===== config.mk =====
export PLATFORM = sky130hd
export DESIGN_NAME = prog_mem
export DESIGN_NICKNAME = d
export VERILOG_FILES = /design/src/common/forth_pkg.sv /design/src/hdl/prog_mem.sv
export SDC_FILE = /design/constraint.sdc
export NUM_CORES = 2
export LEC_CHECK = 0
export BUFFER_PORTS_ARGS = -buffer_cell sky130_fd_sc_hd__buf_2
export CAP_MARGIN = 10
export CORE_UTILIZATION = 32
export CTS_BUF_LIST = sky130_fd_sc_hd__clkbuf_8
export DETAILED_ROUTE_END_ITERATION = 10
export PLACE_DENSITY = 0.52
export SYNTH_ARGS = -nofsm -noshare
export SYNTH_HDL_FRONTEND = slang
export SYNTH_SLANG_ARGS = --single-unit

===== constraint.sdc =====
create_clock -name clk -period 3.3 [get_ports clk]
set_input_delay 0.99 -clock clk [delete_from_list [all_inputs] [get_ports clk]]
set_output_delay 0.99 -clock clk [all_outputs]
set_load 0.01 [all_outputs]

===== src/common/forth_pkg.sv =====
// ~~~~~~~~~~~~~~~~~~~~~~~~~~~~~~
// forth machine opcode set and
// operand classification
// ~~~~~~~~~~~~~~~~~~~~~~~~~~~~~~
package forth_pkg;

    localparam int OP_W = 8;            // opcode and program byte width

    typedef enum logic [OP_W-1:0] {
        OP_NOP     = 8'h00,
        OP_HALT    = 8'h01,
        OP_LIT     = 8'h02,             // + immediate byte
        OP_BRANCH  = 8'h03,             // + absolute target
        OP_ZBRANCH = 8'h04,             // + absolute target
        OP_DUP     = 8'h10,
        OP_DROP    = 8'h11,
        OP_OVER    = 8'h12,
        OP_TOR     = 8'h13,             // >r
        OP_RFROM   = 8'h14,             // r>
        OP_RAT     = 8'h15,             // r@
        OP_ADD     = 8'h20,
        OP_SUB     = 8'h21,
        OP_MUL     = 8'h22,
        OP_AND     = 8'h23,
        OP_OR      = 8'h24,
        OP_XOR     = 8'h25,
        OP_ABS     = 8'h26,
        OP_NEG     = 8'h27,             // bitwise invert
        OP_MAX     = 8'h28,
        OP_MIN     = 8'h29,
        OP_ZEQ     = 8'h30,
        OP_ZLT     = 8'h31,
        OP_ZGT     = 8'h32,
        OP_EQ      = 8'h33,
        OP_NE      = 8'h34,
        OP_GT      = 8'h35,
        OP_LT      = 8'h36,
        OP_GE      = 8'h37,
        OP_LE      = 8'h38
    } opcode_e;

    // opcodes followed by one operand byte in program memory
    function automatic logic has_operand(opcode_e op);
        return (op == OP_LIT) || (op == OP_BRANCH) || (op == OP_ZBRANCH);
    endfunction

endpackage


===== src/hdl/prog_mem.sv =====
// ~~~~~~~~~~~~~~~~~~~~~~~~~~~~~~
// byte program memory, loader
// write and registered read
// ~~~~~~~~~~~~~~~~~~~~~~~~~~~~~~
`timescale 1ns/10ps

module prog_mem import forth_pkg::*; #(
    parameter int ASZ = 8
) (
    input  logic            clk,
    input  logic            we,         // loader strobe
    input  logic [ASZ-1:0]  waddr,
    input  logic [OP_W-1:0] wdata,
    input  logic [ASZ-1:0]  raddr,      // instruction pointer
    output logic [OP_W-1:0] rdata
);
    localparam int WORDS = 2 ** ASZ;

    logic [OP_W-1:0] mem [WORDS];

    always_ff @(posedge clk) begin
        if (we) begin
            mem[waddr] <= wdata;
        end
    end

    // one cycle read latency
    always_ff @(posedge clk) begin
        rdata <= mem[raddr];
    end

endmodule


==> summary.txt <==
Route
  • First-pass DRT Iterations: 5
  • Wire per inst: 26.76 µm
  • Antenna violation net count after detailed routing: 0
  • Drt via density: 5.077
  • DRT iter0 DRCs: approximately 4,100
  • Via count: 41,300
  • DRC errors left: 0
  • Routed WL: roughly 220,000 µm

Clock network
  • Post-CTS Resized: 0
  • Sink Count: 2,056
  • CTS tree: done
  • Setup bufs post-CTS: 0
  • Root Driver: clkbuf_8
  • Clock-pin slew on the worst setup and hold paths: 0.06 ns
  • Clk_lat worst skew: 1.02 ns
  • CTS Buf Count: 354
  • Hold buffers post-CTS: 0
  • H-tree depth: 5
  • CTS max path bufs: 4

Die
  • Die area: 250,600 µm²
  • Die width: 500.6 µm
  • Die height: 500.6 µm
  • Initial Utilization: 32.26%
  • CORE AREA: 246,600 µm²
  • FP Rows: 182
  • Io pins: 34

Pwr
  • Pwr Total: 52,380 µW
  • Switching share of power: a little under a quarter
  • Share of power burned in registers: 55.1%
  • Maximum vdd ir drop: about 0.36 mV
  • Gate power share: 5.9%
  • Lkg Pwr: 0.03078 µW
  • Total net switching power: around 12,000 µW
  • Power Dens Cells: 552.8 nW/µm²
  • Clock network power share: 39.1%
  • Internal Power: 40,430 µW

Flow run
  • Max Cap Viol: 0

STA
  • Minimum clock period: between 3 and 4 ns
  • Fin. Hold Viols: 0
  • F_max: 315.5 MHz
  • Slew Limit Fails: 0
  • Final setup TNS: 0 ns
  • Max-slew headroom: between 20% and 30%
  • RSZ-0062 raised after global routing: no
  • Final worst slack: 0.1301 ns
  • Worst Tran Pin Value: 1.142 ns
  • Fin crit share: 96.06%
  • Final setup viols: 0
  • Fin Clk Skew: 0.08720 ns

Final layout
  • NumNets Final: 4,596
  • Syn-to-layout area delta: 19.10%
  • Fraction of layout cells with a size suffix above 1: 33.22%
  • Final core occ: 38.42%
  • # fillers: 22,370
  • Commonest non-fill, non-tap cell in the layout: edfxtp_1
  • Post-Layout Inst Area: 94,750 µm²
  • Most frequent cells in the layout: 2,048 x edfxtp_1, 606 x buf_4, 454 x mux4_2

GRT
  • Global route overflow: 0
  • Most Crowded Layer GR: met2
  • Grt met3 use: 3.076%
  • Global-route wire length before repair: roughly 310,000 µm
  • All-Layer GR Usage: 17.25%
  • Largest net degree at the start of global routing: 101
  • Met2 usage: about 28%
  • Vias in the first global route: 42,290
  • Initial antenna violation count: 21
  • Met1 Usage GRT: 24.02%

Setup path
  • Worst EP arrival: ~4.0 ns
  • Crit path cell chain: buf_8, buf_4, buf_4, mux4_2, a22o_1, a221oi_1, buf_4, o32ai_1, nor3_1, nor4_1
  • Most common cell on crit path: buf_4
  • CP Buf/Inv Count: 4
  • Worst Setup Start Kind: input port
  • Crit. End Element: flop
  • Setup CP Type: input port to flop
  • CP max-delay cell: nor3_1
  • CP delay by family, top: simple AND/OR/NAND/NOR gates
  • Crit-path max cell delay: 0.90 ns
  • Maximum fanout along the worst path: 12
  • Worst endpoint required time: 4.13 ns

Placement
  • Gpl congestion: 0.8316
  • Dpl hpwl: 140,600 µm
  • Place WS: -0.8042 ns
  • Dpl cell area: ~89,000 µm²
  • IO Port Bufs: 33

Logic synthesis
  • Yosys reg bits: between 2,000 and 2,500
  • Post-synth EDFFs: 2,048
  • Top_reg_cell synth: edfxtp_1
  • Top cell type's share of synthesized area: 77.30%
  • Register area share after synthesis: just under 80%
  • Synth cell types: 55
  • Post-Syn Area: 79,560 µm²
  • Yosys top cell by area: edfxtp_1
  • Yosys warns: 0
  • Mapped Cells: 3,733
  • Mapped Nets: 3,759
  • Top post-synthesis cells by area: edfxtp_1 77%, mux4_2 13%, mux2i_1 1.7%, nor2_1 1.3%, a22oi_1 1.3%
  • Synth Area per Inst: 21.31 µm²
  • Async SR Flop Fraction: 0%

Hold path
  • Hold crit path type: input port to flop

Outcome
  • Outcome: completed
## registers in the layout, indices dropped and copies added, names as in the netlist
name	flops
mem	2048
rdata	8
## through the flow
stage | std cells | hold WS, ns
3_5_place_dp | 7526 | 1.065
2_1_floorplan | 3733 | 0.7699
5_1_grt | 8134 | 0.3413
6_report | 8134 | 0.4176
4_1_cts | 8131 | 0.3026
3_3_place_gp | 7526 | 1.026
## power groups by stage
| stage | Sequential, µW | Clock, µW | Combinational [µW] |
|---|---|---|---|
| global placement | 29400 | 0 | 3080 |
| CTS | 28900 | 21000 | 3110 |
| global route | 28800 | 22100 | 3240 |
| finish | 28800 | 20500 | 3070 |
| floorplan | 29400 | 0 | 1400 |
| detailed placement | 29400 | 0 | 3110 |
## logic make-up (layout without fill, tap and decap cells)
| kind of cell | after synthesis | in the layout | share of synthesized area (%) |
|---|---|---|---|
| DFF | 2056 | 2056 | 77.50 |
| muxes | 591 | 591 | 14.62 |
| and+or+nand+nor | 466 | 466 | 2.628 |
| AOI/OAI and AO/OA | 385 | 385 | 3.419 |
| buffers and inverters | 235 | 1321 | 1.831 |
| other | 0 | 3 | 0 |
## Yosys cell counts, types with 13 or more instances
| library cell | number |
|---|---|
| buf_4 | 27 |
| nand2_1 | 33 |
| mux4_2 | 454 |
| nor2_1 | 282 |
| nor3_1 | 22 |
| o221ai_1 | 46 |
| nor2b_1 | 31 |
| mux2i_1 | 134 |
| buf_2 | 31 |
| a21oi_1 | 96 |
| nor4_1 | 24 |
| o22ai_1 | 28 |
| a22oi_1 | 133 |
| buf_6 | 21 |
| a211oi_1 | 16 |
| edfxtp_1 | 2048 |
| buf_8 | 13 |
| nand3_1 | 34 |
| buf_1 | 22 |
| a221oi_1 | 13 |
| clkbuf_1 | 111 |
## worst paths after layout
kind / from / end / slack [ns] / cells after the start
worst min register to register: mem[40][3]$_DFFE_PP_ / rdata[3]$_DFF_P_ / 1.08 / 7
worst max register to register: mem[82][5]$_DFFE_PP_ / rdata[5]$_DFF_P_ / 0.40 / 7
worst max-delay path: raddr[0] / rdata[5]$_DFF_P_ / 0.13 / 10
worst min-delay path: wdata[2] / mem[71][2]$_DFFE_PP_ / 0.42 / 1
## metal layers
metal / vias to the layer above / share of wire (%)
met5: - / 0.0032
met4: 2 / 2.1
li1: 17410 / -
met1: 22100 / 43
met3: 321 / 6.2
met2: 1464 / 48
## final cells by class
type                    instances  area (µm²)  share of cell area, %
well taps                    3312        4144                  4.373
clock inverters               237        1027                  1.084
multi-input cells            1442       16500                  17.41
inverters                       2       7.507               0.007923
diodes                          3       7.507               0.007923
repair buffers                714        6346                  6.697
clock buffers                 368        5065                  5.345
flip-flops and latches       2056       61660                  65.07
Note: power is estimated with default switching activity, not from simulation.
