--- src/common/forth_pkg.sv ---
// ~~~~~~~~~~~~~~~~~~~~~~~~~~~~~~
// forth machine opcode set and
// operand classification
// ~~~~~~~~~~~~~~~~~~~~~~~~~~~~~~
package forth_pkg;

    localparam int OP_W = 8;            // opcode and program byte width

    typedef enum logic [OP_W-1:0] {
        OP_NOP     = 8'h00,
        OP_HALT    = 8'h01,
        OP_LIT     = 8'h02,             // + immediate byte
        OP_BRANCH  = 8'h03,             // + absolute target
        OP_ZBRANCH = 8'h04,             // + absolute target
        OP_DUP     = 8'h10,
        OP_DROP    = 8'h11,
        OP_OVER    = 8'h12,
        OP_TOR     = 8'h13,             // >r
        OP_RFROM   = 8'h14,             // r>
        OP_RAT     = 8'h15,             // r@
        OP_ADD     = 8'h20,
        OP_SUB     = 8'h21,
        OP_MUL     = 8'h22,
        OP_AND     = 8'h23,
        OP_OR      = 8'h24,
        OP_XOR     = 8'h25,
        OP_ABS     = 8'h26,
        OP_NEG     = 8'h27,             // bitwise invert
        OP_MAX     = 8'h28,
        OP_MIN     = 8'h29,
        OP_ZEQ     = 8'h30,
        OP_ZLT     = 8'h31,
        OP_ZGT     = 8'h32,
        OP_EQ      = 8'h33,
        OP_NE      = 8'h34,
        OP_GT      = 8'h35,
        OP_LT      = 8'h36,
        OP_GE      = 8'h37,
        OP_LE      = 8'h38
    } opcode_e;

    // opcodes followed by one operand byte in program memory
    function automatic logic has_operand(opcode_e op);
        return (op == OP_LIT) || (op == OP_BRANCH) || (op == OP_ZBRANCH);
    endfunction

endpackage

--- src/exec/exec_ctrl.sv ---
// ~~~~~~~~~~~~~~~~~~~~~~~~~~~~~~
// run control fsm: fetch, execute
// and operand cycles
// ~~~~~~~~~~~~~~~~~~~~~~~~~~~~~~
`timescale 1ns/10ps

module exec_ctrl import forth_pkg::*; (
    input  logic    clk,
    input  logic    rst,
    input  logic    start,
    input  opcode_e op,                 // valid in EXEC
    input  logic    tos_zero,
    input  logic    stk_err,
    output logic    ip_rst,
    output logic    ip_inc,
    output logic    ip_load,
    output logic    exec_en,
    output logic    opnd_en,
    output logic    busy,
    output logic    done,
    output logic    err
);
    typedef enum logic [2:0] {IDLE, FETCH, EXEC, OPND, HALT} state_e;

    state_e  state;
    opcode_e op_q;                      // opcode that owns the operand byte
    logic    opnd_wait;                 // first OPND cycle, byte still in flight
    logic    idle;
    logic    zb_taken;

    assign idle     = (state == IDLE) || (state == HALT);
    assign busy     = !idle;
    assign ip_rst   = idle && start;
    assign exec_en  = (state == EXEC) && !stk_err;
    assign opnd_en  = (state == OPND) && !opnd_wait && !stk_err;
    assign zb_taken = (op_q == OP_ZBRANCH) && tos_zero;

    // step past opcode, or past operand unless a branch loads ip
    assign ip_inc  = (exec_en && op != OP_HALT) ||
                     (opnd_en && (op_q == OP_LIT || (op_q == OP_ZBRANCH && !tos_zero)));
    assign ip_load = opnd_en && (op_q == OP_BRANCH || zb_taken);

    always_ff @(posedge clk) begin
        if (exec_en) begin
            op_q <= op;
        end
    end

    always_ff @(posedge clk) begin
        if (rst) begin
            state     <= IDLE;
            opnd_wait <= 1'b0;
            done      <= 1'b0;
            err       <= 1'b0;
        end else begin
            case (state)
                IDLE, HALT: begin
                    if (start) begin
                        state <= FETCH;
                        done  <= 1'b0;
                        err   <= 1'b0;
                    end
                end
                FETCH: state <= EXEC;   // read of ip completes
                EXEC: begin
                    if (op == OP_HALT) begin
                        state <= HALT;
                        done  <= 1'b1;
                    end else if (has_operand(op)) begin
                        state     <= OPND;
                        opnd_wait <= 1'b1;
                    end else begin
                        state <= FETCH;
                    end
                end
                OPND: begin
                    if (opnd_wait) begin
                        opnd_wait <= 1'b0;
                    end else begin
                        state <= FETCH;
                    end
                end
                default: state <= IDLE;
            endcase
            if (busy && stk_err) begin  // stack fault ends the run
                state     <= HALT;
                opnd_wait <= 1'b0;
                done      <= 1'b1;
                err       <= 1'b1;
            end
        end
    end

endmodule

--- config.mk ---
export PLATFORM = sky130hd
export DESIGN_NAME = exec_ctrl
export DESIGN_NICKNAME = d
export VERILOG_FILES = /design/src/common/forth_pkg.sv /design/src/exec/exec_ctrl.sv
export SDC_FILE = /design/constraint.sdc
export NUM_CORES = 1
export LEC_CHECK = 0
export ABC_AREA = 1
export BUFFER_PORTS_ARGS = -buffer_cell sky130_fd_sc_hd__buf_2
export CORE_UTILIZATION = 49
export DETAILED_ROUTE_END_ITERATION = 12
export GPL_TIMING_DRIVEN = 1
export HOLD_SLACK_MARGIN = 0.08
export PLACE_DENSITY = 0.73
export SLEW_MARGIN = 40
export SYNTH_ARGS = -nofsm -noshare
export SYNTH_HDL_FRONTEND = slang
export SYNTH_SLANG_ARGS = --single-unit
export TNS_END_PERCENT = 20
--- constraint.sdc ---
create_clock -name clk -period 2.2 [get_ports clk]
set_clock_uncertainty 0.15 [all_clocks]
set_input_delay 0.44 -clock clk [delete_from_list [all_inputs] [get_ports clk]]
set_output_delay 0.44 -clock clk [all_outputs]
set_load 0.01 [all_outputs]
==> summary.md <==
| Metric | Value |
|---|---|
| Run status | `finished, final reports clean` |
| Clk root buf | `clkbuf_4` |
| Total gr overflow | `0` |
| Final min period | `~2.0 ns` |
| Core Util, Final | `66.6%` |
| DIE AREA | `between 0.0015 and 0.002 mm2` |
| CTS-repair resized insts | `0` |
| Initial DRC count | `9` |
| Vias per cell | `4.74` |
| I/O pin total | `21` |
| Ys Warns | `0` |
| Fin nets | `134` |
| CTS buffer count | `3` |
| Post-synthesis sequential area ratio | `just under 50%` |
| Final Setup Violations | `0` |
| CTS tree | `yes` |
| CP endpoint kind | `primary output` |
| Final HPWL DP | `roughly 1.2 mm` |
| P per Cell Area | `~630 mW/mm2` |
| Die H | `between 40 and 50 um` |
| Worst R2R Path Depth | `5` |
| Worst slew margin | `a little over four fifths` |
| Setup TNS | `0 ns` |
| Met1 Usage GRT | `roughly a fifth` |
| Peak supply drop | `roughly 0.46 mV` |
| Hold Path Stages | `1` |
| Number of synthesized register bits | `14` |
| Commonest non-fill, non-tap cells in the layout | `nand2_1 (22), buf_2 (20), inv_1 (19)` |
| Wire length after detailed routing | `between 1 and 1.5 mm` |
| Share of layout cells above drive strength 1 | `between 20% and 30%` |
| Mean Syn Cell Area | `slightly below 8 um2` |
| Diode count | `0` |
| CP Max Fanout | `4` |
| Startpoint Class | `flip-flop` |
| Most common library cell in the layout ignoring fill and taps | `nand2_1` |
| Number of global-route vias before repair | `approximately 570` |
| Met3 Use GR | `roughly 5.4%` |
| Share of the clock period used by the worst path | `between 90% and 100%` |
| Gpl congestion | `roughly 0.73` |
| Reg area | `about 360 um2` |
| Port Buf Inserts | `20` |
| First-pass GRT wire length | `~2.1 mm` |
| Slew Viols, Final | `0` |
| TritonCTS Sinks | `14` |
| Initial antenna violation count | `0` |
| Final Hold Fails | `0` |
| Vias | `640` |
| DRC | `0` |
| Detailed-route wire length per cell | `just over 10 um` |
| Clock tree buffer depth | `2` |
| Clock latency on the worst-skew pair | `~0.28 ns` |
| Post-CTS Setup Bufs | `0` |
| Cell variety after synth | `19` |
| Net Count, Synth | `108` |
| H-Tree Depth | `1` |
| Global route hottest layer | `met2` |
| Worst hold path type | `input pin to flip-flop` |
| Multi-input logic area | `between 300 and 400 um2` |
| Cells after Synth | `between 90 and 100` |
| Initial core utilization | `54.5%` |
| Max_cap viols | `0` |
| Grt met2 use | `around two fifths` |
| Critical Path RT | `between 1.5 and 2 ns` |
| Worst-Margin Slew | `roughly 0.24 ns` |
| Max Fclk | `489 MHz` |
| Worst Path Arrival | `1.45 ns` |
| TritonRoute pass-1 iters | `4` |
| Row count | `13` |
| RSZ-0062 raised after global routing | `no` |
| Placed Cells | `around 130` |
| Final Power | `~0.57 mW` |
| GRT Total Usage | `about a fifth` |
| Largest net degree at the start of global routing | `9` |
| Area Overhead vs Synth | `22.3%` |
| Worst-path clk slew | `approximately 0.09 ns` |
| Core ar. | `approximately 0.0014 mm2` |
| Crit Path Category | `flip-flop to primary output` |
| Post-Syn Area | `736 um2` |
| Die width | `40.8 um` |
| Cts hold-fix bufs | `0` |
| Fin cells | `135` |
| Pleak | `0.451 nW` |
| Fill cells | `around 130` |
| Antenna Nets Post-Route | `0` |
state kept, by name, indices dropped and copies added (netlist names):
signal / flops
op_q: 8
state: 3
done: 1
err: 1
opnd_wait: 1
cell usage after synthesis (all sizes together):
| master | instances | area (um2) |
|---|---|---|
| a21boi | 1 | 11.3 |
| a21oi | 4 | 20.0 |
| dfxtp | 6 | 120 |
| edfxtp | 8 | 240 |
| inv | 22 | 82.6 |
| nand2 | 23 | 88.8 |
| nand3 | 4 | 20.0 |
| nand3b | 1 | 7.51 |
| nand4 | 2 | 12.5 |
| nor2 | 18 | 80.1 |
| nor3 | 3 | 26.3 |
| nor3b | 1 | 12.5 |
| o21ai | 1 | 5.00 |
| xor2 | 1 | 8.76 |
layer usage:
layer / vias up / wire length [um] / part of all wire [%]
met1: 288 / 558 / 40
met2: 9 / 784 / 56
li1: 341 / - / -
met3: 2 / 41 / 2.9
met5: - / 0 / 0
met4: 0 / 19 / 1.4
layout make-up:
cell class	instances	share of cell area, %
Inverter	22	9.18
Timing Repair Buffer	21	12.0
Clock buffer	4	2.92
Multi-Input combinational cell	59	33.8
Sequential cell	14	40.1
Tap cell	15	2.09
stage by stage:
stage	setup WS [ns]	instance area, um2	hold WS (ns)
after floorplan	0.245	736	0.305
after global placement	0.447	862	0.310
after detailed placement	0.405	862	0.312
after CTS	0.0940	888	0.188
after global routing	0.0201	900	0.190
final	0.157	900	0.193
cells by family after synthesis:
logic type | synth area share [%]
AOI/OAI and AO/OA | 4.93
DFF | 49.0
and+or+nand+nor | 33.7
xor gates and xnor gates | 1.19
buffers and inverters | 11.2
final timing paths:
check / to / from / slack, ns
max: ip_load / op_q[4] / 0.16
min: op_q[0] / op[0] / 0.19
max reg2reg: op_q[7] / state[1] / 0.72
min reg2reg: done / done / 0.32
report_power, final:
| part | internal (mW) | total [mW] | switching, mW | leakage, nW |
|---|---|---|---|---|
| Combinational | 0.0425 | 0.108 | 0.0660 | 0.315 |
| Clock | 0.0704 | 0.156 | 0.0861 | 0.0150 |
| Sequential | 0.292 | 0.302 | 0.0101 | 0.121 |
| Total | 0.405 | 0.567 | 0.162 | 0.451 |
critical path, cell delays in order, from the launching register on:
cell and delay (ns):
edfxtp_1 0.40, nor2_1 0.12, nor3b_4 0.24, nand3_1 0.12, a21boi_2 0.15, buf_2 0.14
(Power assumes the default switching activity.)
