==> src/common/forth_pkg.sv <==
// ~~~~~~~~~~~~~~~~~~~~~~~~~~~~~~
// forth machine opcode set and
// operand classification
// ~~~~~~~~~~~~~~~~~~~~~~~~~~~~~~
package forth_pkg;

    localparam int OP_W = 8;            // opcode and program byte width

    typedef enum logic [OP_W-1:0] {
        OP_NOP     = 8'h00,
        OP_HALT    = 8'h01,
        OP_LIT     = 8'h02,             // + immediate byte
        OP_BRANCH  = 8'h03,             // + absolute target
        OP_ZBRANCH = 8'h04,             // + absolute target
        OP_DUP     = 8'h10,
        OP_DROP    = 8'h11,
        OP_OVER    = 8'h12,
        OP_TOR     = 8'h13,             // >r
        OP_RFROM   = 8'h14,             // r>
        OP_RAT     = 8'h15,             // r@
        OP_ADD     = 8'h20,
        OP_SUB     = 8'h21,
        OP_MUL     = 8'h22,
        OP_AND     = 8'h23,
        OP_OR      = 8'h24,
        OP_XOR     = 8'h25,
        OP_ABS     = 8'h26,
        OP_NEG     = 8'h27,             // bitwise invert
        OP_MAX     = 8'h28,
        OP_MIN     = 8'h29,
        OP_ZEQ     = 8'h30,
        OP_ZLT     = 8'h31,
        OP_ZGT     = 8'h32,
        OP_EQ      = 8'h33,
        OP_NE      = 8'h34,
        OP_GT      = 8'h35,
        OP_LT      = 8'h36,
        OP_GE      = 8'h37,
        OP_LE      = 8'h38
    } opcode_e;

    // opcodes followed by one operand byte in program memory
    function automatic logic has_operand(opcode_e op);
        return (op == OP_LIT) || (op == OP_BRANCH) || (op == OP_ZBRANCH);
    endfunction

endpackage

==> src/hdl/stack.sv <==
// ~~~~~~~~~~~~~~~~~~~~~~~~~~~~~~
// lifo of data cells with fault
// pulses on over/underflow
// ~~~~~~~~~~~~~~~~~~~~~~~~~~~~~~
`timescale 1ns/10ps

module stack #(
    parameter int DSZ   = 32,
    parameter int DEPTH = 16
) (
    input  logic           clk,
    input  logic           rst,
    input  logic           push,
    input  logic           pop,
    input  logic [DSZ-1:0] din,
    output logic [DSZ-1:0] s,           // entry at the top
    output logic           ovf,
    output logic           unf
);
    localparam int PW = $clog2(DEPTH + 1);  // counts 0..DEPTH
    localparam int IW = $clog2(DEPTH);

    logic [DSZ-1:0] mem [DEPTH];
    logic [PW-1:0]  sp;                 // entries held
    logic           full;
    logic           empty;
    logic [IW-1:0]  top_idx;

    assign full    = (sp == PW'(DEPTH));
    assign empty   = (sp == '0);
    assign top_idx = IW'(sp - 1'b1);
    assign s       = empty ? '0 : mem[top_idx];  // reads 0 when empty

    always_ff @(posedge clk) begin
        if (rst) begin
            sp  <= '0;
            ovf <= 1'b0;
            unf <= 1'b0;
        end else begin
            ovf <= push && full;        // one cycle pulse, contents kept
            unf <= pop && empty;
            if (push && !full) begin
                sp <= sp + 1'b1;
            end else if (pop && !empty) begin
                sp <= sp - 1'b1;
            end
        end
    end

    always_ff @(posedge clk) begin
        if (push && !full) begin
            mem[IW'(sp)] <= din;        // next free slot
        end
    end

endmodule

==> src/exec/exec_unit.sv <==
// ~~~~~~~~~~~~~~~~~~~~~~~~~~~~~~
// execution unit: tos register,
// alu/compare, data and return stacks
// ~~~~~~~~~~~~~~~~~~~~~~~~~~~~~~
`timescale 1ns/10ps

module exec_unit import forth_pkg::*; #(
    parameter int DSZ   = 32,
    parameter int DEPTH = 16
) (
    input  logic            clk,
    input  logic            rst,
    input  logic            exec_en,    // op on the bus
    input  logic            opnd_en,    // operand byte on the bus
    input  opcode_e         op,
    input  logic [OP_W-1:0] operand,
    output logic [DSZ-1:0]  tos,
    output logic            tos_zero,
    output logic            stk_err
);
    opcode_e        op_q;               // held across the operand fetch
    logic [DSZ-1:0] tos_nxt;
    logic [DSZ-1:0] nos;                // data stack top, the left operand
    logic [DSZ-1:0] rs_top;
    logic           en;
    logic           ds_push;
    logic           ds_pop;
    logic           rs_push;
    logic           rs_pop;
    logic           ds_ovf;
    logic           ds_unf;
    logic           rs_ovf;
    logic           rs_unf;

    assign en       = exec_en || opnd_en;
    assign tos_zero = (tos == '0);
    assign stk_err  = ds_ovf || ds_unf || rs_ovf || rs_unf;

    always_ff @(posedge clk) begin
        if (exec_en && has_operand(op)) begin
            op_q <= op;
        end
    end

    always_comb begin
        tos_nxt = tos;
        ds_push = 1'b0;
        ds_pop  = 1'b0;
        rs_push = 1'b0;
        rs_pop  = 1'b0;
        if (opnd_en) begin              // second half of lit / 0branch
            ds_push = (op_q == OP_LIT);
            ds_pop  = (op_q == OP_ZBRANCH);   // flag always dropped
            if (op_q == OP_LIT) begin
                tos_nxt = DSZ'(operand);      // zero extend
            end else if (op_q == OP_ZBRANCH) begin
                tos_nxt = nos;
            end
        end else if (exec_en) begin
            ds_push = op inside {OP_DUP, OP_OVER, OP_RFROM, OP_RAT};
            ds_pop  = op inside {OP_DROP, OP_TOR, OP_ADD, OP_SUB, OP_MUL, OP_AND,
                                 OP_OR, OP_XOR, OP_MAX, OP_MIN, OP_EQ, OP_NE,
                                 OP_GT, OP_LT, OP_GE, OP_LE};
            rs_push = (op == OP_TOR);
            rs_pop  = (op == OP_RFROM);
            case (op)
                // flow, return stack
                OP_TOR:   tos_nxt = nos;
                OP_RFROM: tos_nxt = rs_top;
                OP_RAT:   tos_nxt = rs_top;     // copy, rs untouched
                // stack words, dup keeps tos
                OP_DROP:  tos_nxt = nos;
                OP_OVER:  tos_nxt = nos;
                // alu, nos op tos
                OP_ADD:   tos_nxt = nos + tos;
                OP_SUB:   tos_nxt = nos - tos;
                OP_MUL:   tos_nxt = nos * tos;  // low half only
                OP_AND:   tos_nxt = nos & tos;
                OP_OR:    tos_nxt = nos | tos;
                OP_XOR:   tos_nxt = nos ^ tos;
                OP_ABS:   tos_nxt = ($signed(tos) < 0) ? -tos : tos;
                OP_NEG:   tos_nxt = ~tos;
                OP_MAX:   tos_nxt = ($signed(nos) > $signed(tos)) ? nos : tos;
                OP_MIN:   tos_nxt = ($signed(nos) < $signed(tos)) ? nos : tos;
                // compares give 1 or 0
                OP_ZEQ:   tos_nxt = DSZ'(tos == '0);
                OP_ZLT:   tos_nxt = DSZ'($signed(tos) < 0);
                OP_ZGT:   tos_nxt = DSZ'($signed(tos) > 0);
                OP_EQ:    tos_nxt = DSZ'(nos == tos);
                OP_NE:    tos_nxt = DSZ'(nos != tos);
                OP_GT:    tos_nxt = DSZ'(nos > tos);   // unsigned
                OP_LT:    tos_nxt = DSZ'(nos < tos);
                OP_GE:    tos_nxt = DSZ'(nos >= tos);
                OP_LE:    tos_nxt = DSZ'(nos <= tos);
                default:  tos_nxt = tos;        // nop, halt, dup, operand words
            endcase
        end
    end

    always_ff @(posedge clk) begin
        if (rst) begin
            tos <= '0;
        end else if (en) begin
            tos <= tos_nxt;
        end
    end

    // old tos is what gets pushed on either stack
    stack #(.DSZ(DSZ), .DEPTH(DEPTH)) i_ds (
        .clk, .rst,
        .push (ds_push),
        .pop  (ds_pop),
        .din  (tos),
        .s    (nos),
        .ovf  (ds_ovf),
        .unf  (ds_unf)
    );

    stack #(.DSZ(DSZ), .DEPTH(DEPTH)) i_rs (
        .clk, .rst,
        .push (rs_push),
        .pop  (rs_pop),
        .din  (tos),
        .s    (rs_top),
        .ovf  (rs_ovf),
        .unf  (rs_unf)
    );

endmodule

==> config.mk <==
export PLATFORM = sky130hd
export DESIGN_NAME = exec_unit
export DESIGN_NICKNAME = d
export VERILOG_FILES = /design/src/common/forth_pkg.sv /design/src/hdl/stack.sv /design/src/exec/exec_unit.sv
export SDC_FILE = /design/constraint.sdc
export NUM_CORES = 2
export LEC_CHECK = 0
export BUFFER_PORTS_ARGS = -buffer_cell sky130_fd_sc_hd__clkbuf_2
export CAP_MARGIN = 10
export CORE_UTILIZATION = 30
export DETAILED_ROUTE_END_ITERATION = 6
export GPL_ROUTABILITY_DRIVEN = 0
export MAX_ROUTING_LAYER = met4
export SLEW_MARGIN = 40
export SYNTH_ARGS = -nofsm -noshare
export SYNTH_HDL_FRONTEND = slang
export SYNTH_SLANG_ARGS = --single-unit
==> constraint.sdc <==
create_clock -name clk -period 24.2 [get_ports clk]
set_input_delay 2.42 -clock clk [delete_from_list [all_inputs] [get_ports clk]]
set_output_delay 2.42 -clock clk [all_outputs]
set_load 0.01 [all_outputs]
==> impl_metrics.env <==
export IMPL_synth_cell_types=87
export IMPL_start_kind="flip-flop"
export IMPL_portBuffers=53
export IMPL_worstMarginPinSlew_ns=0.939
export IMPL_clk_pin_slew_ns=0.07
export IMPL_synth_area_um2=63500
export IMPL_cpPeakStageDelay_ns=0.87
export IMPL_synth_edf_count=1032
export IMPL_synth_top_area_share_pct=48.8
export IMPL_wl_um=208000
export IMPL_hold_buffers=0
export IMPL_wl_met2_um=93400
export IMPL_antenna_found_initial=17
export IMPL_rr_endpoint="tos[31]"
export IMPL_yosys_area_share_simple_pct=7.23
export IMPL_maxUsedRoutingLayer="met4"
export IMPL_antenna_left=0
export IMPL_seq_area_frac_synth_pct=50.2
export IMPL_grt_pass1_vias=42100
export IMPL_hold_path_depth=2
export IMPL_layout_cells_non_filler=7623
export IMPL_met3_wirelength_um=21400
export IMPL_synthTopCellsByArea="edfxtp_1, fa_1, mux4_2"
export IMPL_clockBufferDepth=3
export IMPL_period_needed_ns=12.06
export IMPL_cts_max_level=3
export IMPL_setup_viol_count_final=0
export IMPL_io_pins=54
export IMPL_worst_path_max_delay_cell="dfxtp_4"
export IMPL_overflow=0
export IMPL_violations="design-rule violations"
export IMPL_required_ns=24.88
export IMPL_hold_path_endpoint="i_rs.sp[4]"
export IMPL_synth_top_family_by_area="adder cells"
export IMPL_outcome="complete, but fails checks"
export IMPL_final_nets=5379
export IMPL_min_from="i_rs.sp[4]"
export IMPL_rsz0062_at_grt="no"
export IMPL_hp_class="flip-flop to flip-flop"
export IMPL_place_hpwl_um=134000
export IMPL_grt_first_pass_wirelength_um=299000
export IMPL_clkLatencyLatePin_ns=0.77
export IMPL_synth_compound_area_share_pct=6.69
export IMPL_cts_buffers_inserted=104
export IMPL_vdd_ir_drop_max_mv=0.0680
export IMPL_synthCells=4696
export IMPL_r2r_setup_slack_ns=12.14
export IMPL_vias_per_cell=5.44
export IMPL_finalCritPeriodShare_pct=49.9
export IMPL_firstDrtPassIters=7
export IMPL_synth_seq_cells=1078
export IMPL_cts_tree="done"
export IMPL_cts_resized=0
export IMPL_worstSetupEndpointType="flip-flop"
export IMPL_cp_arrival_ns=12.75
export IMPL_ys_flop_type="edfxtp_1"
export IMPL_setup_tns_ns=0
export IMPL_power_density_nw_per_um2=56.6
export IMPL_cp_max_fo=44
export IMPL_wl_per_cell_um=27.3
export IMPL_drc=1
export IMPL_vias=41500
export IMPL_reg2reg_depth=32
export IMPL_timing_final_max_slew_violations=0
export IMPL_async_reset_ff_share_pct=0
export IMPL_core_um2=210000
export IMPL_die_x_um=462
export IMPL_postCtsSetupBuffers=0
export IMPL_drive_gt1_share_pct=15.2
export IMPL_synth_xor_area_share_pct=1.79
export IMPL_rr_startpoint="i_ds.sp[0]"
export IMPL_drtIter0Drc=5311
export IMPL_syn_num_nets=5357
export IMPL_grt_usage_pct=20.0
export IMPL_rows=168
export IMPL_synthMuxAreaShare_pct=11.2
export IMPL_finClkSkew_ns=0.0678
export IMPL_ys_warn_count=0
export IMPL_area_growth_syn_to_layout_pct=11.5
export IMPL_met1Wirelength_um=77500
export IMPL_hold_violations=0
export IMPL_drv_cap=0
export IMPL_synth_top_cells_by_count="edfxtp_1, inv_1, fa_1, nor2_1, nand2_1"
export IMPL_die_h_um=462
export IMPL_grt_max_degree=56
export IMPL_synth_top_area_cell="edfxtp_1"
export IMPL_yosysMostFrequentCell="edfxtp_1"
export IMPL_max_freq_ghz=0.0829
export IMPL_initial_core_util_pct=30.2
export IMPL_synth_avg_cell_area_um2=13.5
export IMPL_relSlewSlack_pct=37.3
export IMPL_synthAdderAreaFrac_pct=17.5
export IMPL_clkSinkCount=1078
export IMPL_cts_root_buf="clkbuf_16"
export IMPL_cpMostUsedCell="fa_1"
export IMPL_leakagePower_uw=0.0253
export IMPL_place_inst=7416
export IMPL_worstSetupPathType="flip-flop to flip-flop"
export IMPL_die_area_um2=214000
==> placed cells by master, fill, tap and decap left out, types with 104 or more instances in the layout <==
cell       netlist  final
mux4_2         263    263
edfxtp_1      1032   1032
a21oi_1        153    153
ha_1           231    229
inv_1          544    540
buf_4            9    125
fa_1           410    410
nor2_1         403    395
clkbuf_16        0    104
nand2_1        365    365
==> area by class of cell <==
class	count	area [um2]
Inverter	562	2110
Antenna cell	12	30.0
Clock inverter	68	728
Tap cell	2805	3510
Sequential cell	1078	32000
Timing Repair Buffer	184	1300
Fill cell	20300	139000
Clock buffer	126	2690
Multi-Input combinational cell	2788	28500
==> how the worst max path moves through the flow <==
stage,startpoint,end,slack (ns)
after CTS,i_ds.sp[0],tos[31],12.06
after global placement,i_ds.sp[0],tos[31],12.26
after floorplan,i_ds.sp[0],tos[31],14.59
final,i_ds.sp[0],tos[31],12.14
after global routing,i_ds.sp[0],tos[31],11.66
after detailed placement,i_ds.sp[0],tos[31],12.12
==> report_power, final <==
group,internal [uW],leakage [uW],switching [uW]
Clock,896,0.00162,740
Sequential,2060,0.00986,15.0
Combinational,76.1,0.0138,222
Total,3030,0.0253,977
==> critical path: cells and delay by family, from the launching register on <==
family                     cells  cell delay [ns]
adders and majority gates     10             5.04
AOI/OAI and AO/OA              8             2.12
buffers and inverters          8             1.64
muxes                          2             1.15
and+or+nand+nor                4             1.03
DFF                            1             0.87
==> through the flow <==
stage          setup WS [ns]  area [um2]  hold WS, ns  utilization [%]  total power (uW)
2_1_floorplan          14.59       63500        0.479                -              2270
6_report               12.14       70800        0.520             33.7              4010
4_1_cts                12.06       70700        0.515             33.7              4020
3_5_place_dp           12.12       67300        0.506             32.1              2400
5_1_grt                11.66       70800        0.552             33.7              4110
3_3_place_gp           12.26       67200        0.501             32.0              2390
==> cells by family (layout without fill, tap and decap cells) <==
kind of cell    Yosys count  in the layout
fa+ha+maj               641            641
flops                  1078           1078
xor+xnor                124            124
mux                     354            354
buf+inv                 830            940
other cells               0             12
compound gates          618            618
simple gates           1051           1051
==> per-layer routing <==
layer | GRT usage (%) | up-vias
met5 | - | -
met4 | 12.6 | 0
met3 | 4.83 | 668
met2 | 30.2 | 2427
met1 | 24.1 | 21500
li1 | - | 16900
==> flip-flops by register name, indices dropped and copies added, names as in the netlist <==
register,cells
i_ds.mem,512
i_ds.ovf,1
i_ds.sp,5
i_ds.unf,1
i_rs.mem,512
i_rs.ovf,1
i_rs.sp,5
i_rs.unf,1
op_q,8
tos,32
(Power assumes the default switching activity.)
