`config.mk`:
```
export PLATFORM = sky130hd
export DESIGN_NAME = ip_counter
export DESIGN_NICKNAME = d
export VERILOG_FILES = /design/src/exec/ip_counter.sv
export SDC_FILE = /design/constraint.sdc
export NUM_CORES = 1
export LEC_CHECK = 0
export ABC_CLOCK_PERIOD_IN_PS = 1200
export BUFFER_PORTS_ARGS = -buffer_cell sky130_fd_sc_hd__buf_2
export CORE_ASPECT_RATIO = 0.75
export CORE_MARGIN = 2
export CORE_UTILIZATION = 25
export DETAILED_ROUTE_END_ITERATION = 6
export HOLD_SLACK_MARGIN = 0.02
export PLACE_DENSITY_LB_ADDON = 0.25
export SLEW_MARGIN = 15
export SYNTH_ARGS = -nofsm -noshare
export SYNTH_HDL_FRONTEND = slang
export SYNTH_SLANG_ARGS = --single-unit
```
`constraint.sdc`:
```
create_clock -name clk -period 1.2 [get_ports clk]
set_input_delay 0.24 -clock clk [delete_from_list [all_inputs] [get_ports clk]]
set_output_delay 0.24 -clock clk [all_outputs]
set_load 0.05 [all_outputs]
```
`src/exec/ip_counter.sv`:
```
// ~~~~~~~~~~~~~~~~~~~~~~~~~~~~~~
// instruction pointer with clear,
// branch load and increment
// ~~~~~~~~~~~~~~~~~~~~~~~~~~~~~~
`timescale 1ns/10ps

module ip_counter #(
    parameter int ASZ = 8,
    parameter int IP0 = 0               // start address
) (
    input  logic           clk,
    input  logic           rst,
    input  logic           clr,         // start of a run
    input  logic           inc,
    input  logic           load,        // branch taken
    input  logic [ASZ-1:0] target,
    output logic [ASZ-1:0] ip
);
    localparam logic [ASZ-1:0] START = ASZ'(IP0);

    // priority clr, load, inc
    always_ff @(posedge clk) begin
        if (rst) begin
            ip <= START;
        end else if (clr) begin
            ip <= START;
        end else if (load) begin
            ip <= target;
        end else if (inc) begin
            ip <= ip + 1'b1;            // wraps at top of memory
        end
    end

endmodule

```
==> results, run 1 <==
- The share of power burned in registers is 41.7%.
- The register with the most flip-flops in the layout has 8 of them.
- For this run, the detailed router's first-pass iteration total came to 3.
- The clock tree from TritonCTS is done.
- The setup slack at placement is -0.1000 ns.
- The power density over the cells is 919.1 nW/um^2.
- After synthesis, the share of flip-flops with an asynchronous set or reset is 0%.
- The number of buffers on the longest clock path is 2.
- The cell count after synthesis is 49.
- The number of rows created at floorplan is 13.
- The clock net sink count is 8.
- The arrival time of the worst setup path is 1.35 ns.
- The share of layout cells above drive strength 1 is 55.42%.
- The number of slew-limit violations in the final report is 0.
- Counting tap cells, the placed design contains a total of 100 instances.
- The Yosys step of the flow raised 0 warnings.
- Of the total power, the clock network draws 34.5%.
- The routed via count is 498.
- Buffers placed on the I/O ports in this run total 20.
- The share of the yosys chip area belonging to registers is 35.96%.
- The initial antenna violation count is 0.
- The maximum clock frequency is 0.8474 GHz.
- The largest driver fanout on the critical path is 4.
- Excluding fillers, the count of instances in the completed layout stands at 105.
- At the end of routability-driven placement, the weighted congestion stood at 0.7538.
- The initial cell density of the core is 26.08%.
- The net count reported at finish is 98.
- Setup violations remaining at the end of the flow were counted as 0.
- The number of nets handed over by synthesis was 63.
- The core area is 1708 um^2.
- After detailed routing, the number of remaining DRC violations is 0.
- The flip-flop and latch count after synthesis is 8.
- The kind of cell adding the most delay to the critical path is simple AND/OR/NAND/NOR gates.
- The total routing resource utilization after global routing is 13.30%.
- At the pin with the least slew margin, the transition time is 0.2185 ns.
- The leakage component of the power is 0.3240 nW.
- The largest voltage drop on the vdd net is 559.9 uV.
- Dividing the detail-routed wire length by the instance count gives 10.92 um.
- Cell internal power was estimated by the tool at 0.4676 mW.
- The count of flip-flops with a built-in enable after synthesis is 0.
- STA classifies the critical path endpoint as a flop.
- ip holds more flip-flops than any other register.
- The net switching power is 0.2098 mW.
- The launching element type of the critical path is a flop.
- The classification of the worst setup path is reg -> reg.
- The slowest stage of the critical path is the sky130_fd_sc_hd__or4b_1 cell.
- The later pin in the worst-skew pair is clocked with a latency of 0.26 ns.
- The area added between synthesis and finish is 65.45%.
- The post-route fraction of the period consumed by the critical path is 98.34%.
- In this run, distinct cell masters in the synthesized netlist total 23.
- Entering global routing, the biggest net connects 9 pins.
- In this design, the stage delay of the slowest critical-path cell is 0.50 ns.
- The netlist area before placement is 445.4 um^2.
- The buffering stage count on the worst path with inverters included is 0.
- In this run, the number of DRC markers left after iteration 0 of detailed routing was 8.
- The average size of a mapped cell is 9.090 um^2.
- The number of global-route vias before repair was 440.
- Counting I/O delays and the setup requirement, the final critical path takes 1.180 ns.
- The worst hold margin is 0.1985 ns.
- Summed over all nets, the half-perimeter wirelength after detailed placement is 943.7 um.
- 0 antenna diodes ended up in the layout.
- The largest registers in the layout are ip (8).
- Setup repair after global routing could not meet its margin everywhere.
- The switching power as a share of total power is 30.97%.
- The overall die area is 2139 um^2.
- The accumulated negative setup slack is 0 ns.
- The flow ran to the end, and the final reports show no timing, DRC or antenna violations.
- Dividing the detail-routed via count by the number of cells gives 4.743.
- The number of buffers created by CTS is 3.
- For this block, the routed nets add up to 1147 um of wire.
- The number of levels the H-tree was split into is 1.
- The y dimension of the die is 40.56 um.
- The remaining max-slew budget at the tightest pin is 85.20%.
- The critical path goes through nand4_1 -> or4b_1 -> o311ai_1.
- The horizontal die dimension is 52.74 um.
- The wire length of the first global-routing pass is 1938 um.
- The sum of internal, switching and leakage power is 0.6773 mW.
- After clock tree synthesis, the clock-pin slew on the worst setup and hold paths is 0.06 ns.
- The share of power burned in combinational logic is 23.8%.
- The number of primary I/O pins is 21.
- In the post-route analysis, the smallest setup slack over all paths is 0.01989 ns.
- Among all flip-flop cells after synthesis, the most frequent one is sky130_fd_sc_hd__dfxtp_1.
- The path class of the tightest hold or removal check is in -> reg.
- After clock tree synthesis, the flow added hold-fix buffers numbering 0.
- The hold violation total from the final report came to 0.
- The overflow left after global routing is 0.
- The remaining number of nets flagged by the antenna check after routing is 0.
- The tool flagged a number of max-cap violations equal to 0.
- For the final database, setup skew stands at 0.005167 ns.
- The cell at the root of the clock tree is sky130_fd_sc_hd__clkbuf_4.
- The data required time at the worst endpoint is 1.37 ns.
worst paths after layout:
check        endpoint  slack [ns]  depth (start not counted)       from
max reg2reg     ip[7]        0.02                          3      ip[2]
min reg2reg     ip[5]        0.53                          2      ip[5]
min             ip[1]        0.20                          2  target[1]
max             ip[7]        0.02                          3      ip[2]
what timing repair did:
action | CTS | global route
pin swaps | 0 | 2
buffers inserted | 0 | 1
setup endpoints to repair | 3 | 5
resized for setup | 3 | 4
synth_stat cells (2+ instances only):
library cell,number,area share (%)
sky130_fd_sc_hd__nand4_1,3,4.2
sky130_fd_sc_hd__nor2_1,2,1.7
sky130_fd_sc_hd__xor2_1,3,5.9
sky130_fd_sc_hd__dfxtp_1,8,36
sky130_fd_sc_hd__a21oi_1,3,3.4
sky130_fd_sc_hd__nand2_1,3,2.5
sky130_fd_sc_hd__nand3_1,3,3.4
sky130_fd_sc_hd__o211a_1,2,4.5
sky130_fd_sc_hd__a31oi_1,2,2.8
sky130_fd_sc_hd__o21ai_0,6,6.7
sky130_fd_sc_hd__or3_1,2,2.8
final cells by class:
cell class	instances	area [um^2]
clock buffer	4	26.28
fill	182	970.9
inverter	1	3.754
multi-input combinational	38	287.8
sequential	8	186.4
tap	22	27.53
timing repair buffer	32	205.2
cell usage in the layout, fill, tap and decap left out, types with 2 or more instances in the layout:
cell type,netlist,routed
sky130_fd_sc_hd__nand4_1,3,3
sky130_fd_sc_hd__o211a_1,2,2
sky130_fd_sc_hd__dfxtp_4,0,7
sky130_fd_sc_hd__nand2_1,3,2
sky130_fd_sc_hd__or3_1,2,2
sky130_fd_sc_hd__buf_6,1,2
sky130_fd_sc_hd__nor2_1,2,2
sky130_fd_sc_hd__a31oi_1,2,2
sky130_fd_sc_hd__nand3_1,3,3
sky130_fd_sc_hd__xor2_1,3,3
sky130_fd_sc_hd__a21oi_1,3,3
sky130_fd_sc_hd__clkbuf_4,0,3
sky130_fd_sc_hd__buf_4,0,13
sky130_fd_sc_hd__buf_2,0,17
sky130_fd_sc_hd__o21ai_0,6,6
worst register-to-register path: stages, from the launching register on:
cell and delay [ns]:
sky130_fd_sc_hd__dfxtp_4 0.36, sky130_fd_sc_hd__nand4_1 0.14, sky130_fd_sc_hd__or4b_1 0.50, sky130_fd_sc_hd__o311ai_1 0.09
per-layer routing:
metal | global-route usage [%] | vias to the layer above | wire (um)
li1 | - | 258 | -
met3 | 7.836 | 2 | 78
met1 | 16.05 | 224 | 560
met4 | 3.846 | 0 | 14
met5 | 0 | - | 0
met2 | 20.00 | 14 | 494
kinds of logic (layout without fill, tap and decap cells):
kind of cell | count (synthesis) | in the layout | synth area share, %
DFF | 8 | 8 | 35.95
buffers and inverters | 3 | 37 | 4.212
xor gates and xnor gates | 4 | 4 | 7.867
and+or+nand+nor | 16 | 16 | 23.88
adders and majority gates | 1 | 1 | 2.809
muxes | 1 | 1 | 2.247
AOI/OAI and AO/OA | 16 | 16 | 23.03
power by group through the flow:
stage,Sequential [mW],Combinational [mW],Clock (mW)
2_1_floorplan,0.331,0.0430,0
3_3_place_gp,0.288,0.153,0
3_5_place_dp,0.288,0.154,0
4_1_cts,0.282,0.157,0.246
5_1_grt,0.284,0.176,0.267
6_report,0.282,0.161,0.234
through the flow:
step	instance area, um^2	util, %
floorplan	486.7	-
global placement	681.9	39.93
detailed placement	681.9	39.93
CTS	715.7	41.90
global route	737.0	43.15
finish	737.0	43.15
No activity file was read; power rests on OpenSTA's default activity.
==> run 2: changes to the inputs <==
--- a/config.mk
+++ b/config.mk
@@ -12,7 +12,6 @@
 export CORE_UTILIZATION = 25
 export DETAILED_ROUTE_END_ITERATION = 6
 export HOLD_SLACK_MARGIN = 0.02
-export PLACE_DENSITY_LB_ADDON = 0.25
 export SLEW_MARGIN = 15
 export SYNTH_ARGS = -nofsm -noshare
 export SYNTH_HDL_FRONTEND = slang
==> results, run 2 (synthesis gave the netlist of run 1 again) <==
- The flow ran to the end, and the final reports show no timing, DRC or antenna violations.
- The filler cell count in the final layout was 183 (+0.55%).
- The number of inserted diodes is 0 (unchanged).
- The horizontal die dimension came to 52.74 um (unchanged).
- The number of global-route vias before repair is 461 (+4.8%).
- The net count reported at finish is 94 (-4.1%).
- The clock transition time at the flip-flop clock pins of the worst setup and hold paths came to 0.06 ns (about the same).
- The signal on the critical path passes through buf_4 -> buf_4.
- The library cells used most frequently in the layout, excluding fill and tap cells, are sky130_fd_sc_hd__buf_2 (16), sky130_fd_sc_hd__buf_4 (9), sky130_fd_sc_hd__dfxtp_4 (7).
- The routed wire length is 1154 um (+0.61%).
- The time the worst path needs with I/O delays and setup came to 1.167 ns (-0.01307 ns).
- The final number of setup-violating endpoints is 0 (unchanged).
- The arrival time of the worst setup path is 0.93 ns (-0.42 ns).
- The count of buffers added by post-CTS timing repair for setup was 0 (unchanged).
- The number of cells on the worst hold path is 2 (unchanged).
- The overflow left after global routing came to 0 (unchanged).
- The maximum clock frequency is 0.8569 GHz (+1.1%).
- The launching element type of the critical path is a flop.
- The detailed placement HPWL is 867.5 um (-8.1%).
- The clock tree from TritonCTS is done.
- The first-iteration detailed-routing DRC count came to 5 (-3).
- The number of flip-flops under the largest register name came to 8 (unchanged).
- The hold violation total from the final report is 0 (unchanged).
- The clock net sink count is 8 (unchanged).
- The remaining number of nets flagged by the antenna check after routing is 0 (unchanged).
- The number of slew-limit violations in the final report is 0 (unchanged).
- The overall die area is 2139 um^2 (unchanged).
- The wire length of the first global-routing pass is 1925 um (-0.67%).
- The number of levels the H-tree was split into is 1 (unchanged).
- The core area is 1708 um^2 (unchanged).
- Setup repair after global routing could not meet its margin everywhere.
- The endpoint identified for the worst register-to-register timing path is ip[2].
- The initial cell density of the core is 26.08% (unchanged).
- Among all stages on the critical path, the largest delay is contributed by sky130_fd_sc_hd__dfxtp_4.
- The y dimension of the die is 40.56 um (unchanged).
- The number of rows created at floorplan is 13 (unchanged).
- The critical path's largest stage delay was 0.34 ns (-0.16 ns).
- The depth of the worst register-to-register path is 4 (+1).
- The largest register by flop count is ip.
- The measured slew at the worst slew-check pin is 0.2494 ns (+0.03087 ns).
- The library cell used most frequently in the layout, excluding fill and tap cells, is sky130_fd_sc_hd__buf_2.
- The number of buffers created by CTS is 3 (unchanged).
- The non-filler instance count after layout is 101 (-3.8%).
- The total routing resource utilization after global routing is 13.33% (+0.032 points).
- The routability congestion estimate was 0.6871 (-8.8%).
- The number of buffers on the longest clock path is 2 (unchanged).
- The type of the tightest min-delay check is in -> reg.
- The initial antenna violation count is 0 (unchanged).
- Compared with the post-synthesis result, the final layout area differs by 59.55%.
- The share of layout cells above drive strength 1 came to 54.43% (-0.99 points).
- The post-route fraction of the period consumed by the critical path was 97.25% (-1.1 points).
- The remaining max-slew budget at the tightest pin came to 83.34% (-1.9 points).
- The reg2reg setup slack came to 0.05 ns (+0.03 ns).
- The largest voltage drop on the vdd net is 505.8 uV (-9.7%).
- The max capacitance violation total is 0 (unchanged).
- The number of primary I/O pins is 21 (unchanged).
- The accumulated negative setup slack is 0 ns (unchanged).
- The largest registers in the layout are ip (8).
- The launch point of the worst hold path is target[0].
- The most numerous cell on the critical path is sky130_fd_sc_hd__buf_4.
- The largest driver fanout on the critical path came to 5 (+1).
- The leakage component of the power came to 0.3027 nW (-6.6%).
- The number of detailed-route iterations in the first pass is 3 (unchanged).
- The launching point of the worst reg2reg path is ip[1].
- Clock tree synthesis selected as its root buffer the cell sky130_fd_sc_hd__clkbuf_4.
- The classification of the worst setup path is reg -> out.
- The average wire per cell in the routed design is 11.43 um (+4.6%).
- The detail-routed via count per cell is 4.871 (+2.7%).
- The total placed cells including tap cells was 97 (-3.0%).
- The routed via count was 492 (-1.2%).
- The number of remaining DRC errors is 0 (unchanged).
- The pin count of the biggest net entering global routing came to 13 (+4).
- The worst clock skew came to 0.006580 ns (+0.001413 ns).
- The count of port buffers added during placement is 20 (unchanged).
- The terminating pin of the worst hold path is ip[0].
- The data required time at the worst endpoint came to 0.96 ns (-0.41 ns).
- The number of buffers inserted for hold repair after clock tree synthesis was 0 (unchanged).
- The power density over the cells is 936.9 nW/um^2 (+1.9%).
- The clock insertion delay at the later pin of the skew report is 0.26 ns (about the same).
- The sort of element at the end of the critical path is an output port.
## run 2: changes by cell type in the layout (fill, tap and decap cells not counted)
| cell | before | now |
|---|---|---|
| sky130_fd_sc_hd__buf_4 | 13 | 9 |
| sky130_fd_sc_hd__buf_6 | 2 | 1 |
| sky130_fd_sc_hd__nand3_2 | 0 | 1 |
| sky130_fd_sc_hd__buf_2 | 17 | 16 |
| sky130_fd_sc_hd__nand3_1 | 3 | 2 |
| sky130_fd_sc_hd__clkbuf_4 | 3 | 5 |
## run 2: per-layer routing
layer	track usage [%]	wire [um]
met4	5.769	10
met2	21.88	553
met5	0	0
met3	5.597	57
met1	15.50	532
## run 2: power breakdown
group	internal, mW	switching [mW]	leakage [nW]
Sequential	0.270	0.0148	0.0705
Clock	0.128	0.0998	0.0150
Combinational	0.0636	0.0902	0.217
Total	0.461	0.205	0.303
## run 2: how the worst max path moves through the flow
stage,startpoint,endpoint,slack [ns],cells past startpoint
after floorplan,ip[3],ip[7],-0.02,3
after global placement,load,ip[7],-0.04,4
after detailed placement,load,ip[7],-0.07,4
after CTS,ip[1],ip[2],0.006,4
after global routing,ip[3],ip[7],-0.03,3
final,ip[2],ip[2],0.03,2
## run 2: cell type report
cell class | count | area (um^2) | share of cell area (%)
multi-input combinational | 38 | 292.8 | 41.20
sequential | 8 | 186.4 | 26.23
timing repair buffer | 28 | 173.9 | 24.47
tap | 22 | 27.53 | 3.873
clock buffer | 4 | 26.28 | 3.697
inverter | 1 | 3.754 | 0.5282
## run 2: what timing repair did
action / in CTS / in global routing
setup endpoints to repair: 3 / 6
pin swaps: 0 / 2
endpoints found under the hold margin: 0 / 0
gates resized for setup: 3 / 5
## run 2: per-stage QoR
stage,cell area [um^2],worst slack (ns),hold slack (ns),power [mW],utilization (%)
floorplan,486.7,-0.02427,0.3127,0.3741,-
global placement,659.4,-0.03859,0.4612,0.4345,38.61
detailed placement,659.4,-0.07490,0.4654,0.4356,38.61
CTS,691.9,0.005821,0.1842,0.6730,40.51
global route,710.7,-0.02628,0.1897,0.7093,41.61
finish,710.7,0.03296,0.1936,0.6659,41.61
## run 2: critical path, delay by kind of cell, from the launching register on
kind | cells | cell delay, ns
flops | 1 | 0.34
buf+inv | 2 | 0.34
==> run 3: changes to the inputs <==
--- a/config.mk
+++ b/config.mk
@@ -12,7 +12,7 @@
 export CORE_UTILIZATION = 25
 export DETAILED_ROUTE_END_ITERATION = 6
 export HOLD_SLACK_MARGIN = 0.02
-export SLEW_MARGIN = 15
+export SLEW_MARGIN = 20
 export SYNTH_ARGS = -nofsm -noshare
 export SYNTH_HDL_FRONTEND = slang
 export SYNTH_SLANG_ARGS = --single-unit
==> constraint.sdc (replaced) <==
create_clock -name clk -period 1.2 [get_ports clk]
set_input_delay 0.24 -clock clk [delete_from_list [all_inputs] [get_ports clk]]
set_output_delay 0.24 -clock clk [all_outputs]
set_load 0.1 [all_outputs]
==> results, run 3 (synthesis gave the netlist of run 1 again) <==
- The non-filler instance count after layout was 107 (+5.9%).
- The number of rows created at floorplan is 13 (unchanged).
- Broken down by cell family, the worst path's largest delay share belongs to simple AND/OR/NAND/NOR gates.
- The routability congestion estimate was 0.7488 (+9.0%).
- The y dimension of the die is 40.56 um (unchanged).
- The layer flagged by global routing as most heavily used is met2.
- The number of detailed-route iterations in the first pass is 4 (+1).
- The startpoint identified for the worst register-to-register timing path is ip[1].
- The share of power burned in the clock network came to 30.2% (-4.0 points).
- The detail-routed via count per cell was 4.925 (+1.1%).
- The initial antenna violation count is 0 (unchanged).
- The data required time at the worst endpoint was 1.36 ns (+0.40 ns).
- The clock insertion delay at the later pin of the skew report is 0.26 ns (about the same).
- Leaving out fill and tap cells, the most frequent cells in the layout are sky130_fd_sc_hd__buf_2 (12), sky130_fd_sc_hd__buf_4 (11), sky130_fd_sc_hd__buf_12 (8).
- The number of levels the H-tree was split into is 1 (unchanged).
- The largest voltage drop on the vdd net is 448.8 uV (-11%).
- The global routing usage on met1 is 17.47% (+2.0 points).
- The share of power burned in combinational logic was 32.8% (+9.7 points).
- The checks that failed: setup timing.
- The largest registers in the layout are ip (8).
- The cell area after placement was 808.3 um^2 (+23%).
- The worst register-to-register path ends at ip[7].
- The worst setup margin is -0.0007848 ns (-0.03375 ns).
- The measured slew at the worst slew-check pin came to 0.2795 ns (+0.03014 ns).
- The largest register by flop count is ip.
- The arrival time of the worst setup path is 1.36 ns (+0.43 ns).
- The routed via count is 527 (+7.1%).
- The terminating pin of the worst hold path is ip[1].
- The overflow left after global routing is 0 (unchanged).
- The met2 track demand over resource in global routing is 26.25% (+4.4 points).
- The depth of the worst register-to-register path is 3 (-1).
- The horizontal die dimension was 52.74 um (unchanged).
- The critical path goes through nand3_1 -> or4b_1 -> o311ai_1.
- The count of port buffers added during placement was 20 (unchanged).
- The share of layout cells above drive strength 1 is 57.65% (+3.2 points).
- The net switching power came to 0.2634 mW (+29%).
- The share of power burned in registers is 36.9% (-5.8 points).
- The total routing resource utilization after global routing is 15.43% (+2.1 points).
- STA classifies the critical path startpoint as a flop.
- The classification of the worst setup path is reg -> reg.
- The number of global-route vias before repair is 521 (+13%).
- The pin count of the biggest net entering global routing is 9 (-4).
- The switching power as a share of total power is 34.28% (+3.5 points).
- The core area is 1708 um^2 (unchanged).
- The average wire per cell in the routed design came to 12.44 um (+8.9%).
- The first-iteration detailed-routing DRC count is 6 (+1).
- The run finished, with violations left.
- The area growth from synthesis to layout is 96.35%.
- The maximum clock frequency is 0.8328 GHz (-2.8%).
- The critical path's largest stage delay is 0.52 ns (+0.18 ns).
- The number of remaining DRC errors is 0 (unchanged).
- The detailed placement HPWL is 1015 um (+17%).
- The max capacitance violation total is 0 (unchanged).
- The clock transition time at the flip-flop clock pins of the worst setup and hold paths is 0.06 ns (about the same).
- The number of buffers inserted for hold repair after clock tree synthesis is 0 (unchanged).
- The accumulated negative setup slack is -0.0007848 ns (-0.0007848 ns).
- The remaining max-slew budget at the tightest pin came to 81.32% (-2.0 points).
- The largest driver fanout on the critical path is 5 (unchanged).
- The slowest cell on the critical path is sky130_fd_sc_hd__or4b_1.
- The area of all placed cells without fillers was 874.6 um^2 (+23%).
- The routed wire length is 1331 um (+15%).
- The most common cell after layout, fill and taps aside is sky130_fd_sc_hd__buf_2.
- The number of primary I/O pins is 21 (unchanged).
- The type of the tightest min-delay check is in -> reg.
- The buffering stage count on the worst path with inverters included was 0 (-2).
- The leakage component of the power is 0.3693 nW (+22%).
- The total placed cells including tap cells is 100 (+3.1%).
- The internal power contribution is 0.5051 mW (+9.5%).
- The reg2reg setup slack came to -0.0008 ns (-0.05 ns).
- The clock net sink count is 8 (unchanged).
- The worst hold path begins at target[1].
- The remaining number of nets flagged by the antenna check after routing was 0 (unchanged).
- The hold violation total from the final report is 0 (unchanged).
- The worst hold margin is 0.1975 ns (+0.003879 ns).
- The number of slew-limit violations in the final report is 0 (unchanged).
- The number of flip-flops under the largest register name came to 8 (unchanged).
- The filler cell count in the final layout is 160 (-13%).
- The number of buffers on the longest clock path is 2 (unchanged).
- The time the worst path needs with I/O delays and setup is 1.201 ns (+0.03375 ns).
- The sum of internal, switching and leakage power was 0.7685 mW (+15%).
- The utilization after layout is 51.21% (+9.6 points).
- The number of inserted diodes is 0 (unchanged).
- The net count reported at finish was 100 (+6.4%).
- The wire length of the first global-routing pass was 2249 um (+17%).
- TritonCTS built the clock tree.
- The setup slack at placement came to -0.1093 ns (-0.03439 ns).
- The met3 routing resource usage after global routing is 7.836% (+2.2 points).
- The initial cell density of the core was 26.08% (unchanged).
- The overall die area is 2139 um^2 (unchanged).
- The power density over the cells came to 878.7 nW/um^2 (-6.2%).
- The number of cells on the worst hold path is 2 (unchanged).
- Setup repair after global routing could not meet its margin everywhere.
- The cell at the root of the clock tree is sky130_fd_sc_hd__clkbuf_4.
- The worst clock skew is 0.006917 ns (+0.0003367 ns).
- The number of buffers created by CTS is 3 (unchanged).
- STA classifies the critical path endpoint as a flop.
- The final number of setup-violating endpoints came to 1 (+1).
- The post-route fraction of the period consumed by the critical path was 100.1% (+2.8 points).
run 3: cell count changes in the layout (fill, tap and decap cells not counted):
cell	previous run	this run
sky130_fd_sc_hd__buf_12	0	8
sky130_fd_sc_hd__buf_2	16	12
sky130_fd_sc_hd__buf_4	9	11
sky130_fd_sc_hd__buf_6	1	3
sky130_fd_sc_hd__clkbuf_4	5	3
sky130_fd_sc_hd__a2111oi_1	0	1
sky130_fd_sc_hd__a2111oi_2	1	0
sky130_fd_sc_hd__dfxtp_1	1	0
sky130_fd_sc_hd__dfxtp_2	0	1
sky130_fd_sc_hd__nand2_2	1	0
sky130_fd_sc_hd__nand2_4	0	1
run 3: routing by layer:
| layer | share of wire [%] | up-vias |
|---|---|---|
| li1 | - | 264 |
| met2 | 48 | 16 |
| met3 | 6.9 | 2 |
| met4 | 0.53 | 0 |
| met5 | 0 | - |
| met1 | 45 | 245 |
run 3: how the worst max path moves through the flow:
| stage | start | end | cells past startpoint |
|---|---|---|---|
| 2_1_floorplan | ip[2] | ip[7] | 3 |
| 3_5_place_dp | load | ip[7] | 4 |
| 3_3_place_gp | load | ip[7] | 4 |
| 6_report | ip[1] | ip[7] | 3 |
| 5_1_grt | ip[3] | ip[7] | 3 |
| 4_1_cts | ip[0] | ip[0] | 2 |
run 3: timing repair:
item | 4_1_cts | 5_1_grt
setup endpoints to repair | 1 | 7
pin swaps | 1 | 1
gates resized for setup | 0 | 5
buffers inserted | 1 | 2
run 3: cell type report:
cell class	count	area, um^2	share of cell area (%)
inverters	1	3.754	0.4292
multi-input cells	38	292.8	33.48
well taps	22	27.53	3.147
repair buffers	34	336.6	38.48
flip-flops and latches	8	187.7	21.46
clock buffers	4	26.28	3.004
run 3: power groups by stage:
stage | combinational [mW] | clock [mW] | sequential, mW
after global placement | 0.240 | 0 | 0.288
after CTS | 0.243 | 0.241 | 0.283
after floorplan | 0.0434 | 0 | 0.376
after detailed placement | 0.242 | 0 | 0.289
final | 0.252 | 0.232 | 0.284
after global routing | 0.267 | 0.265 | 0.285
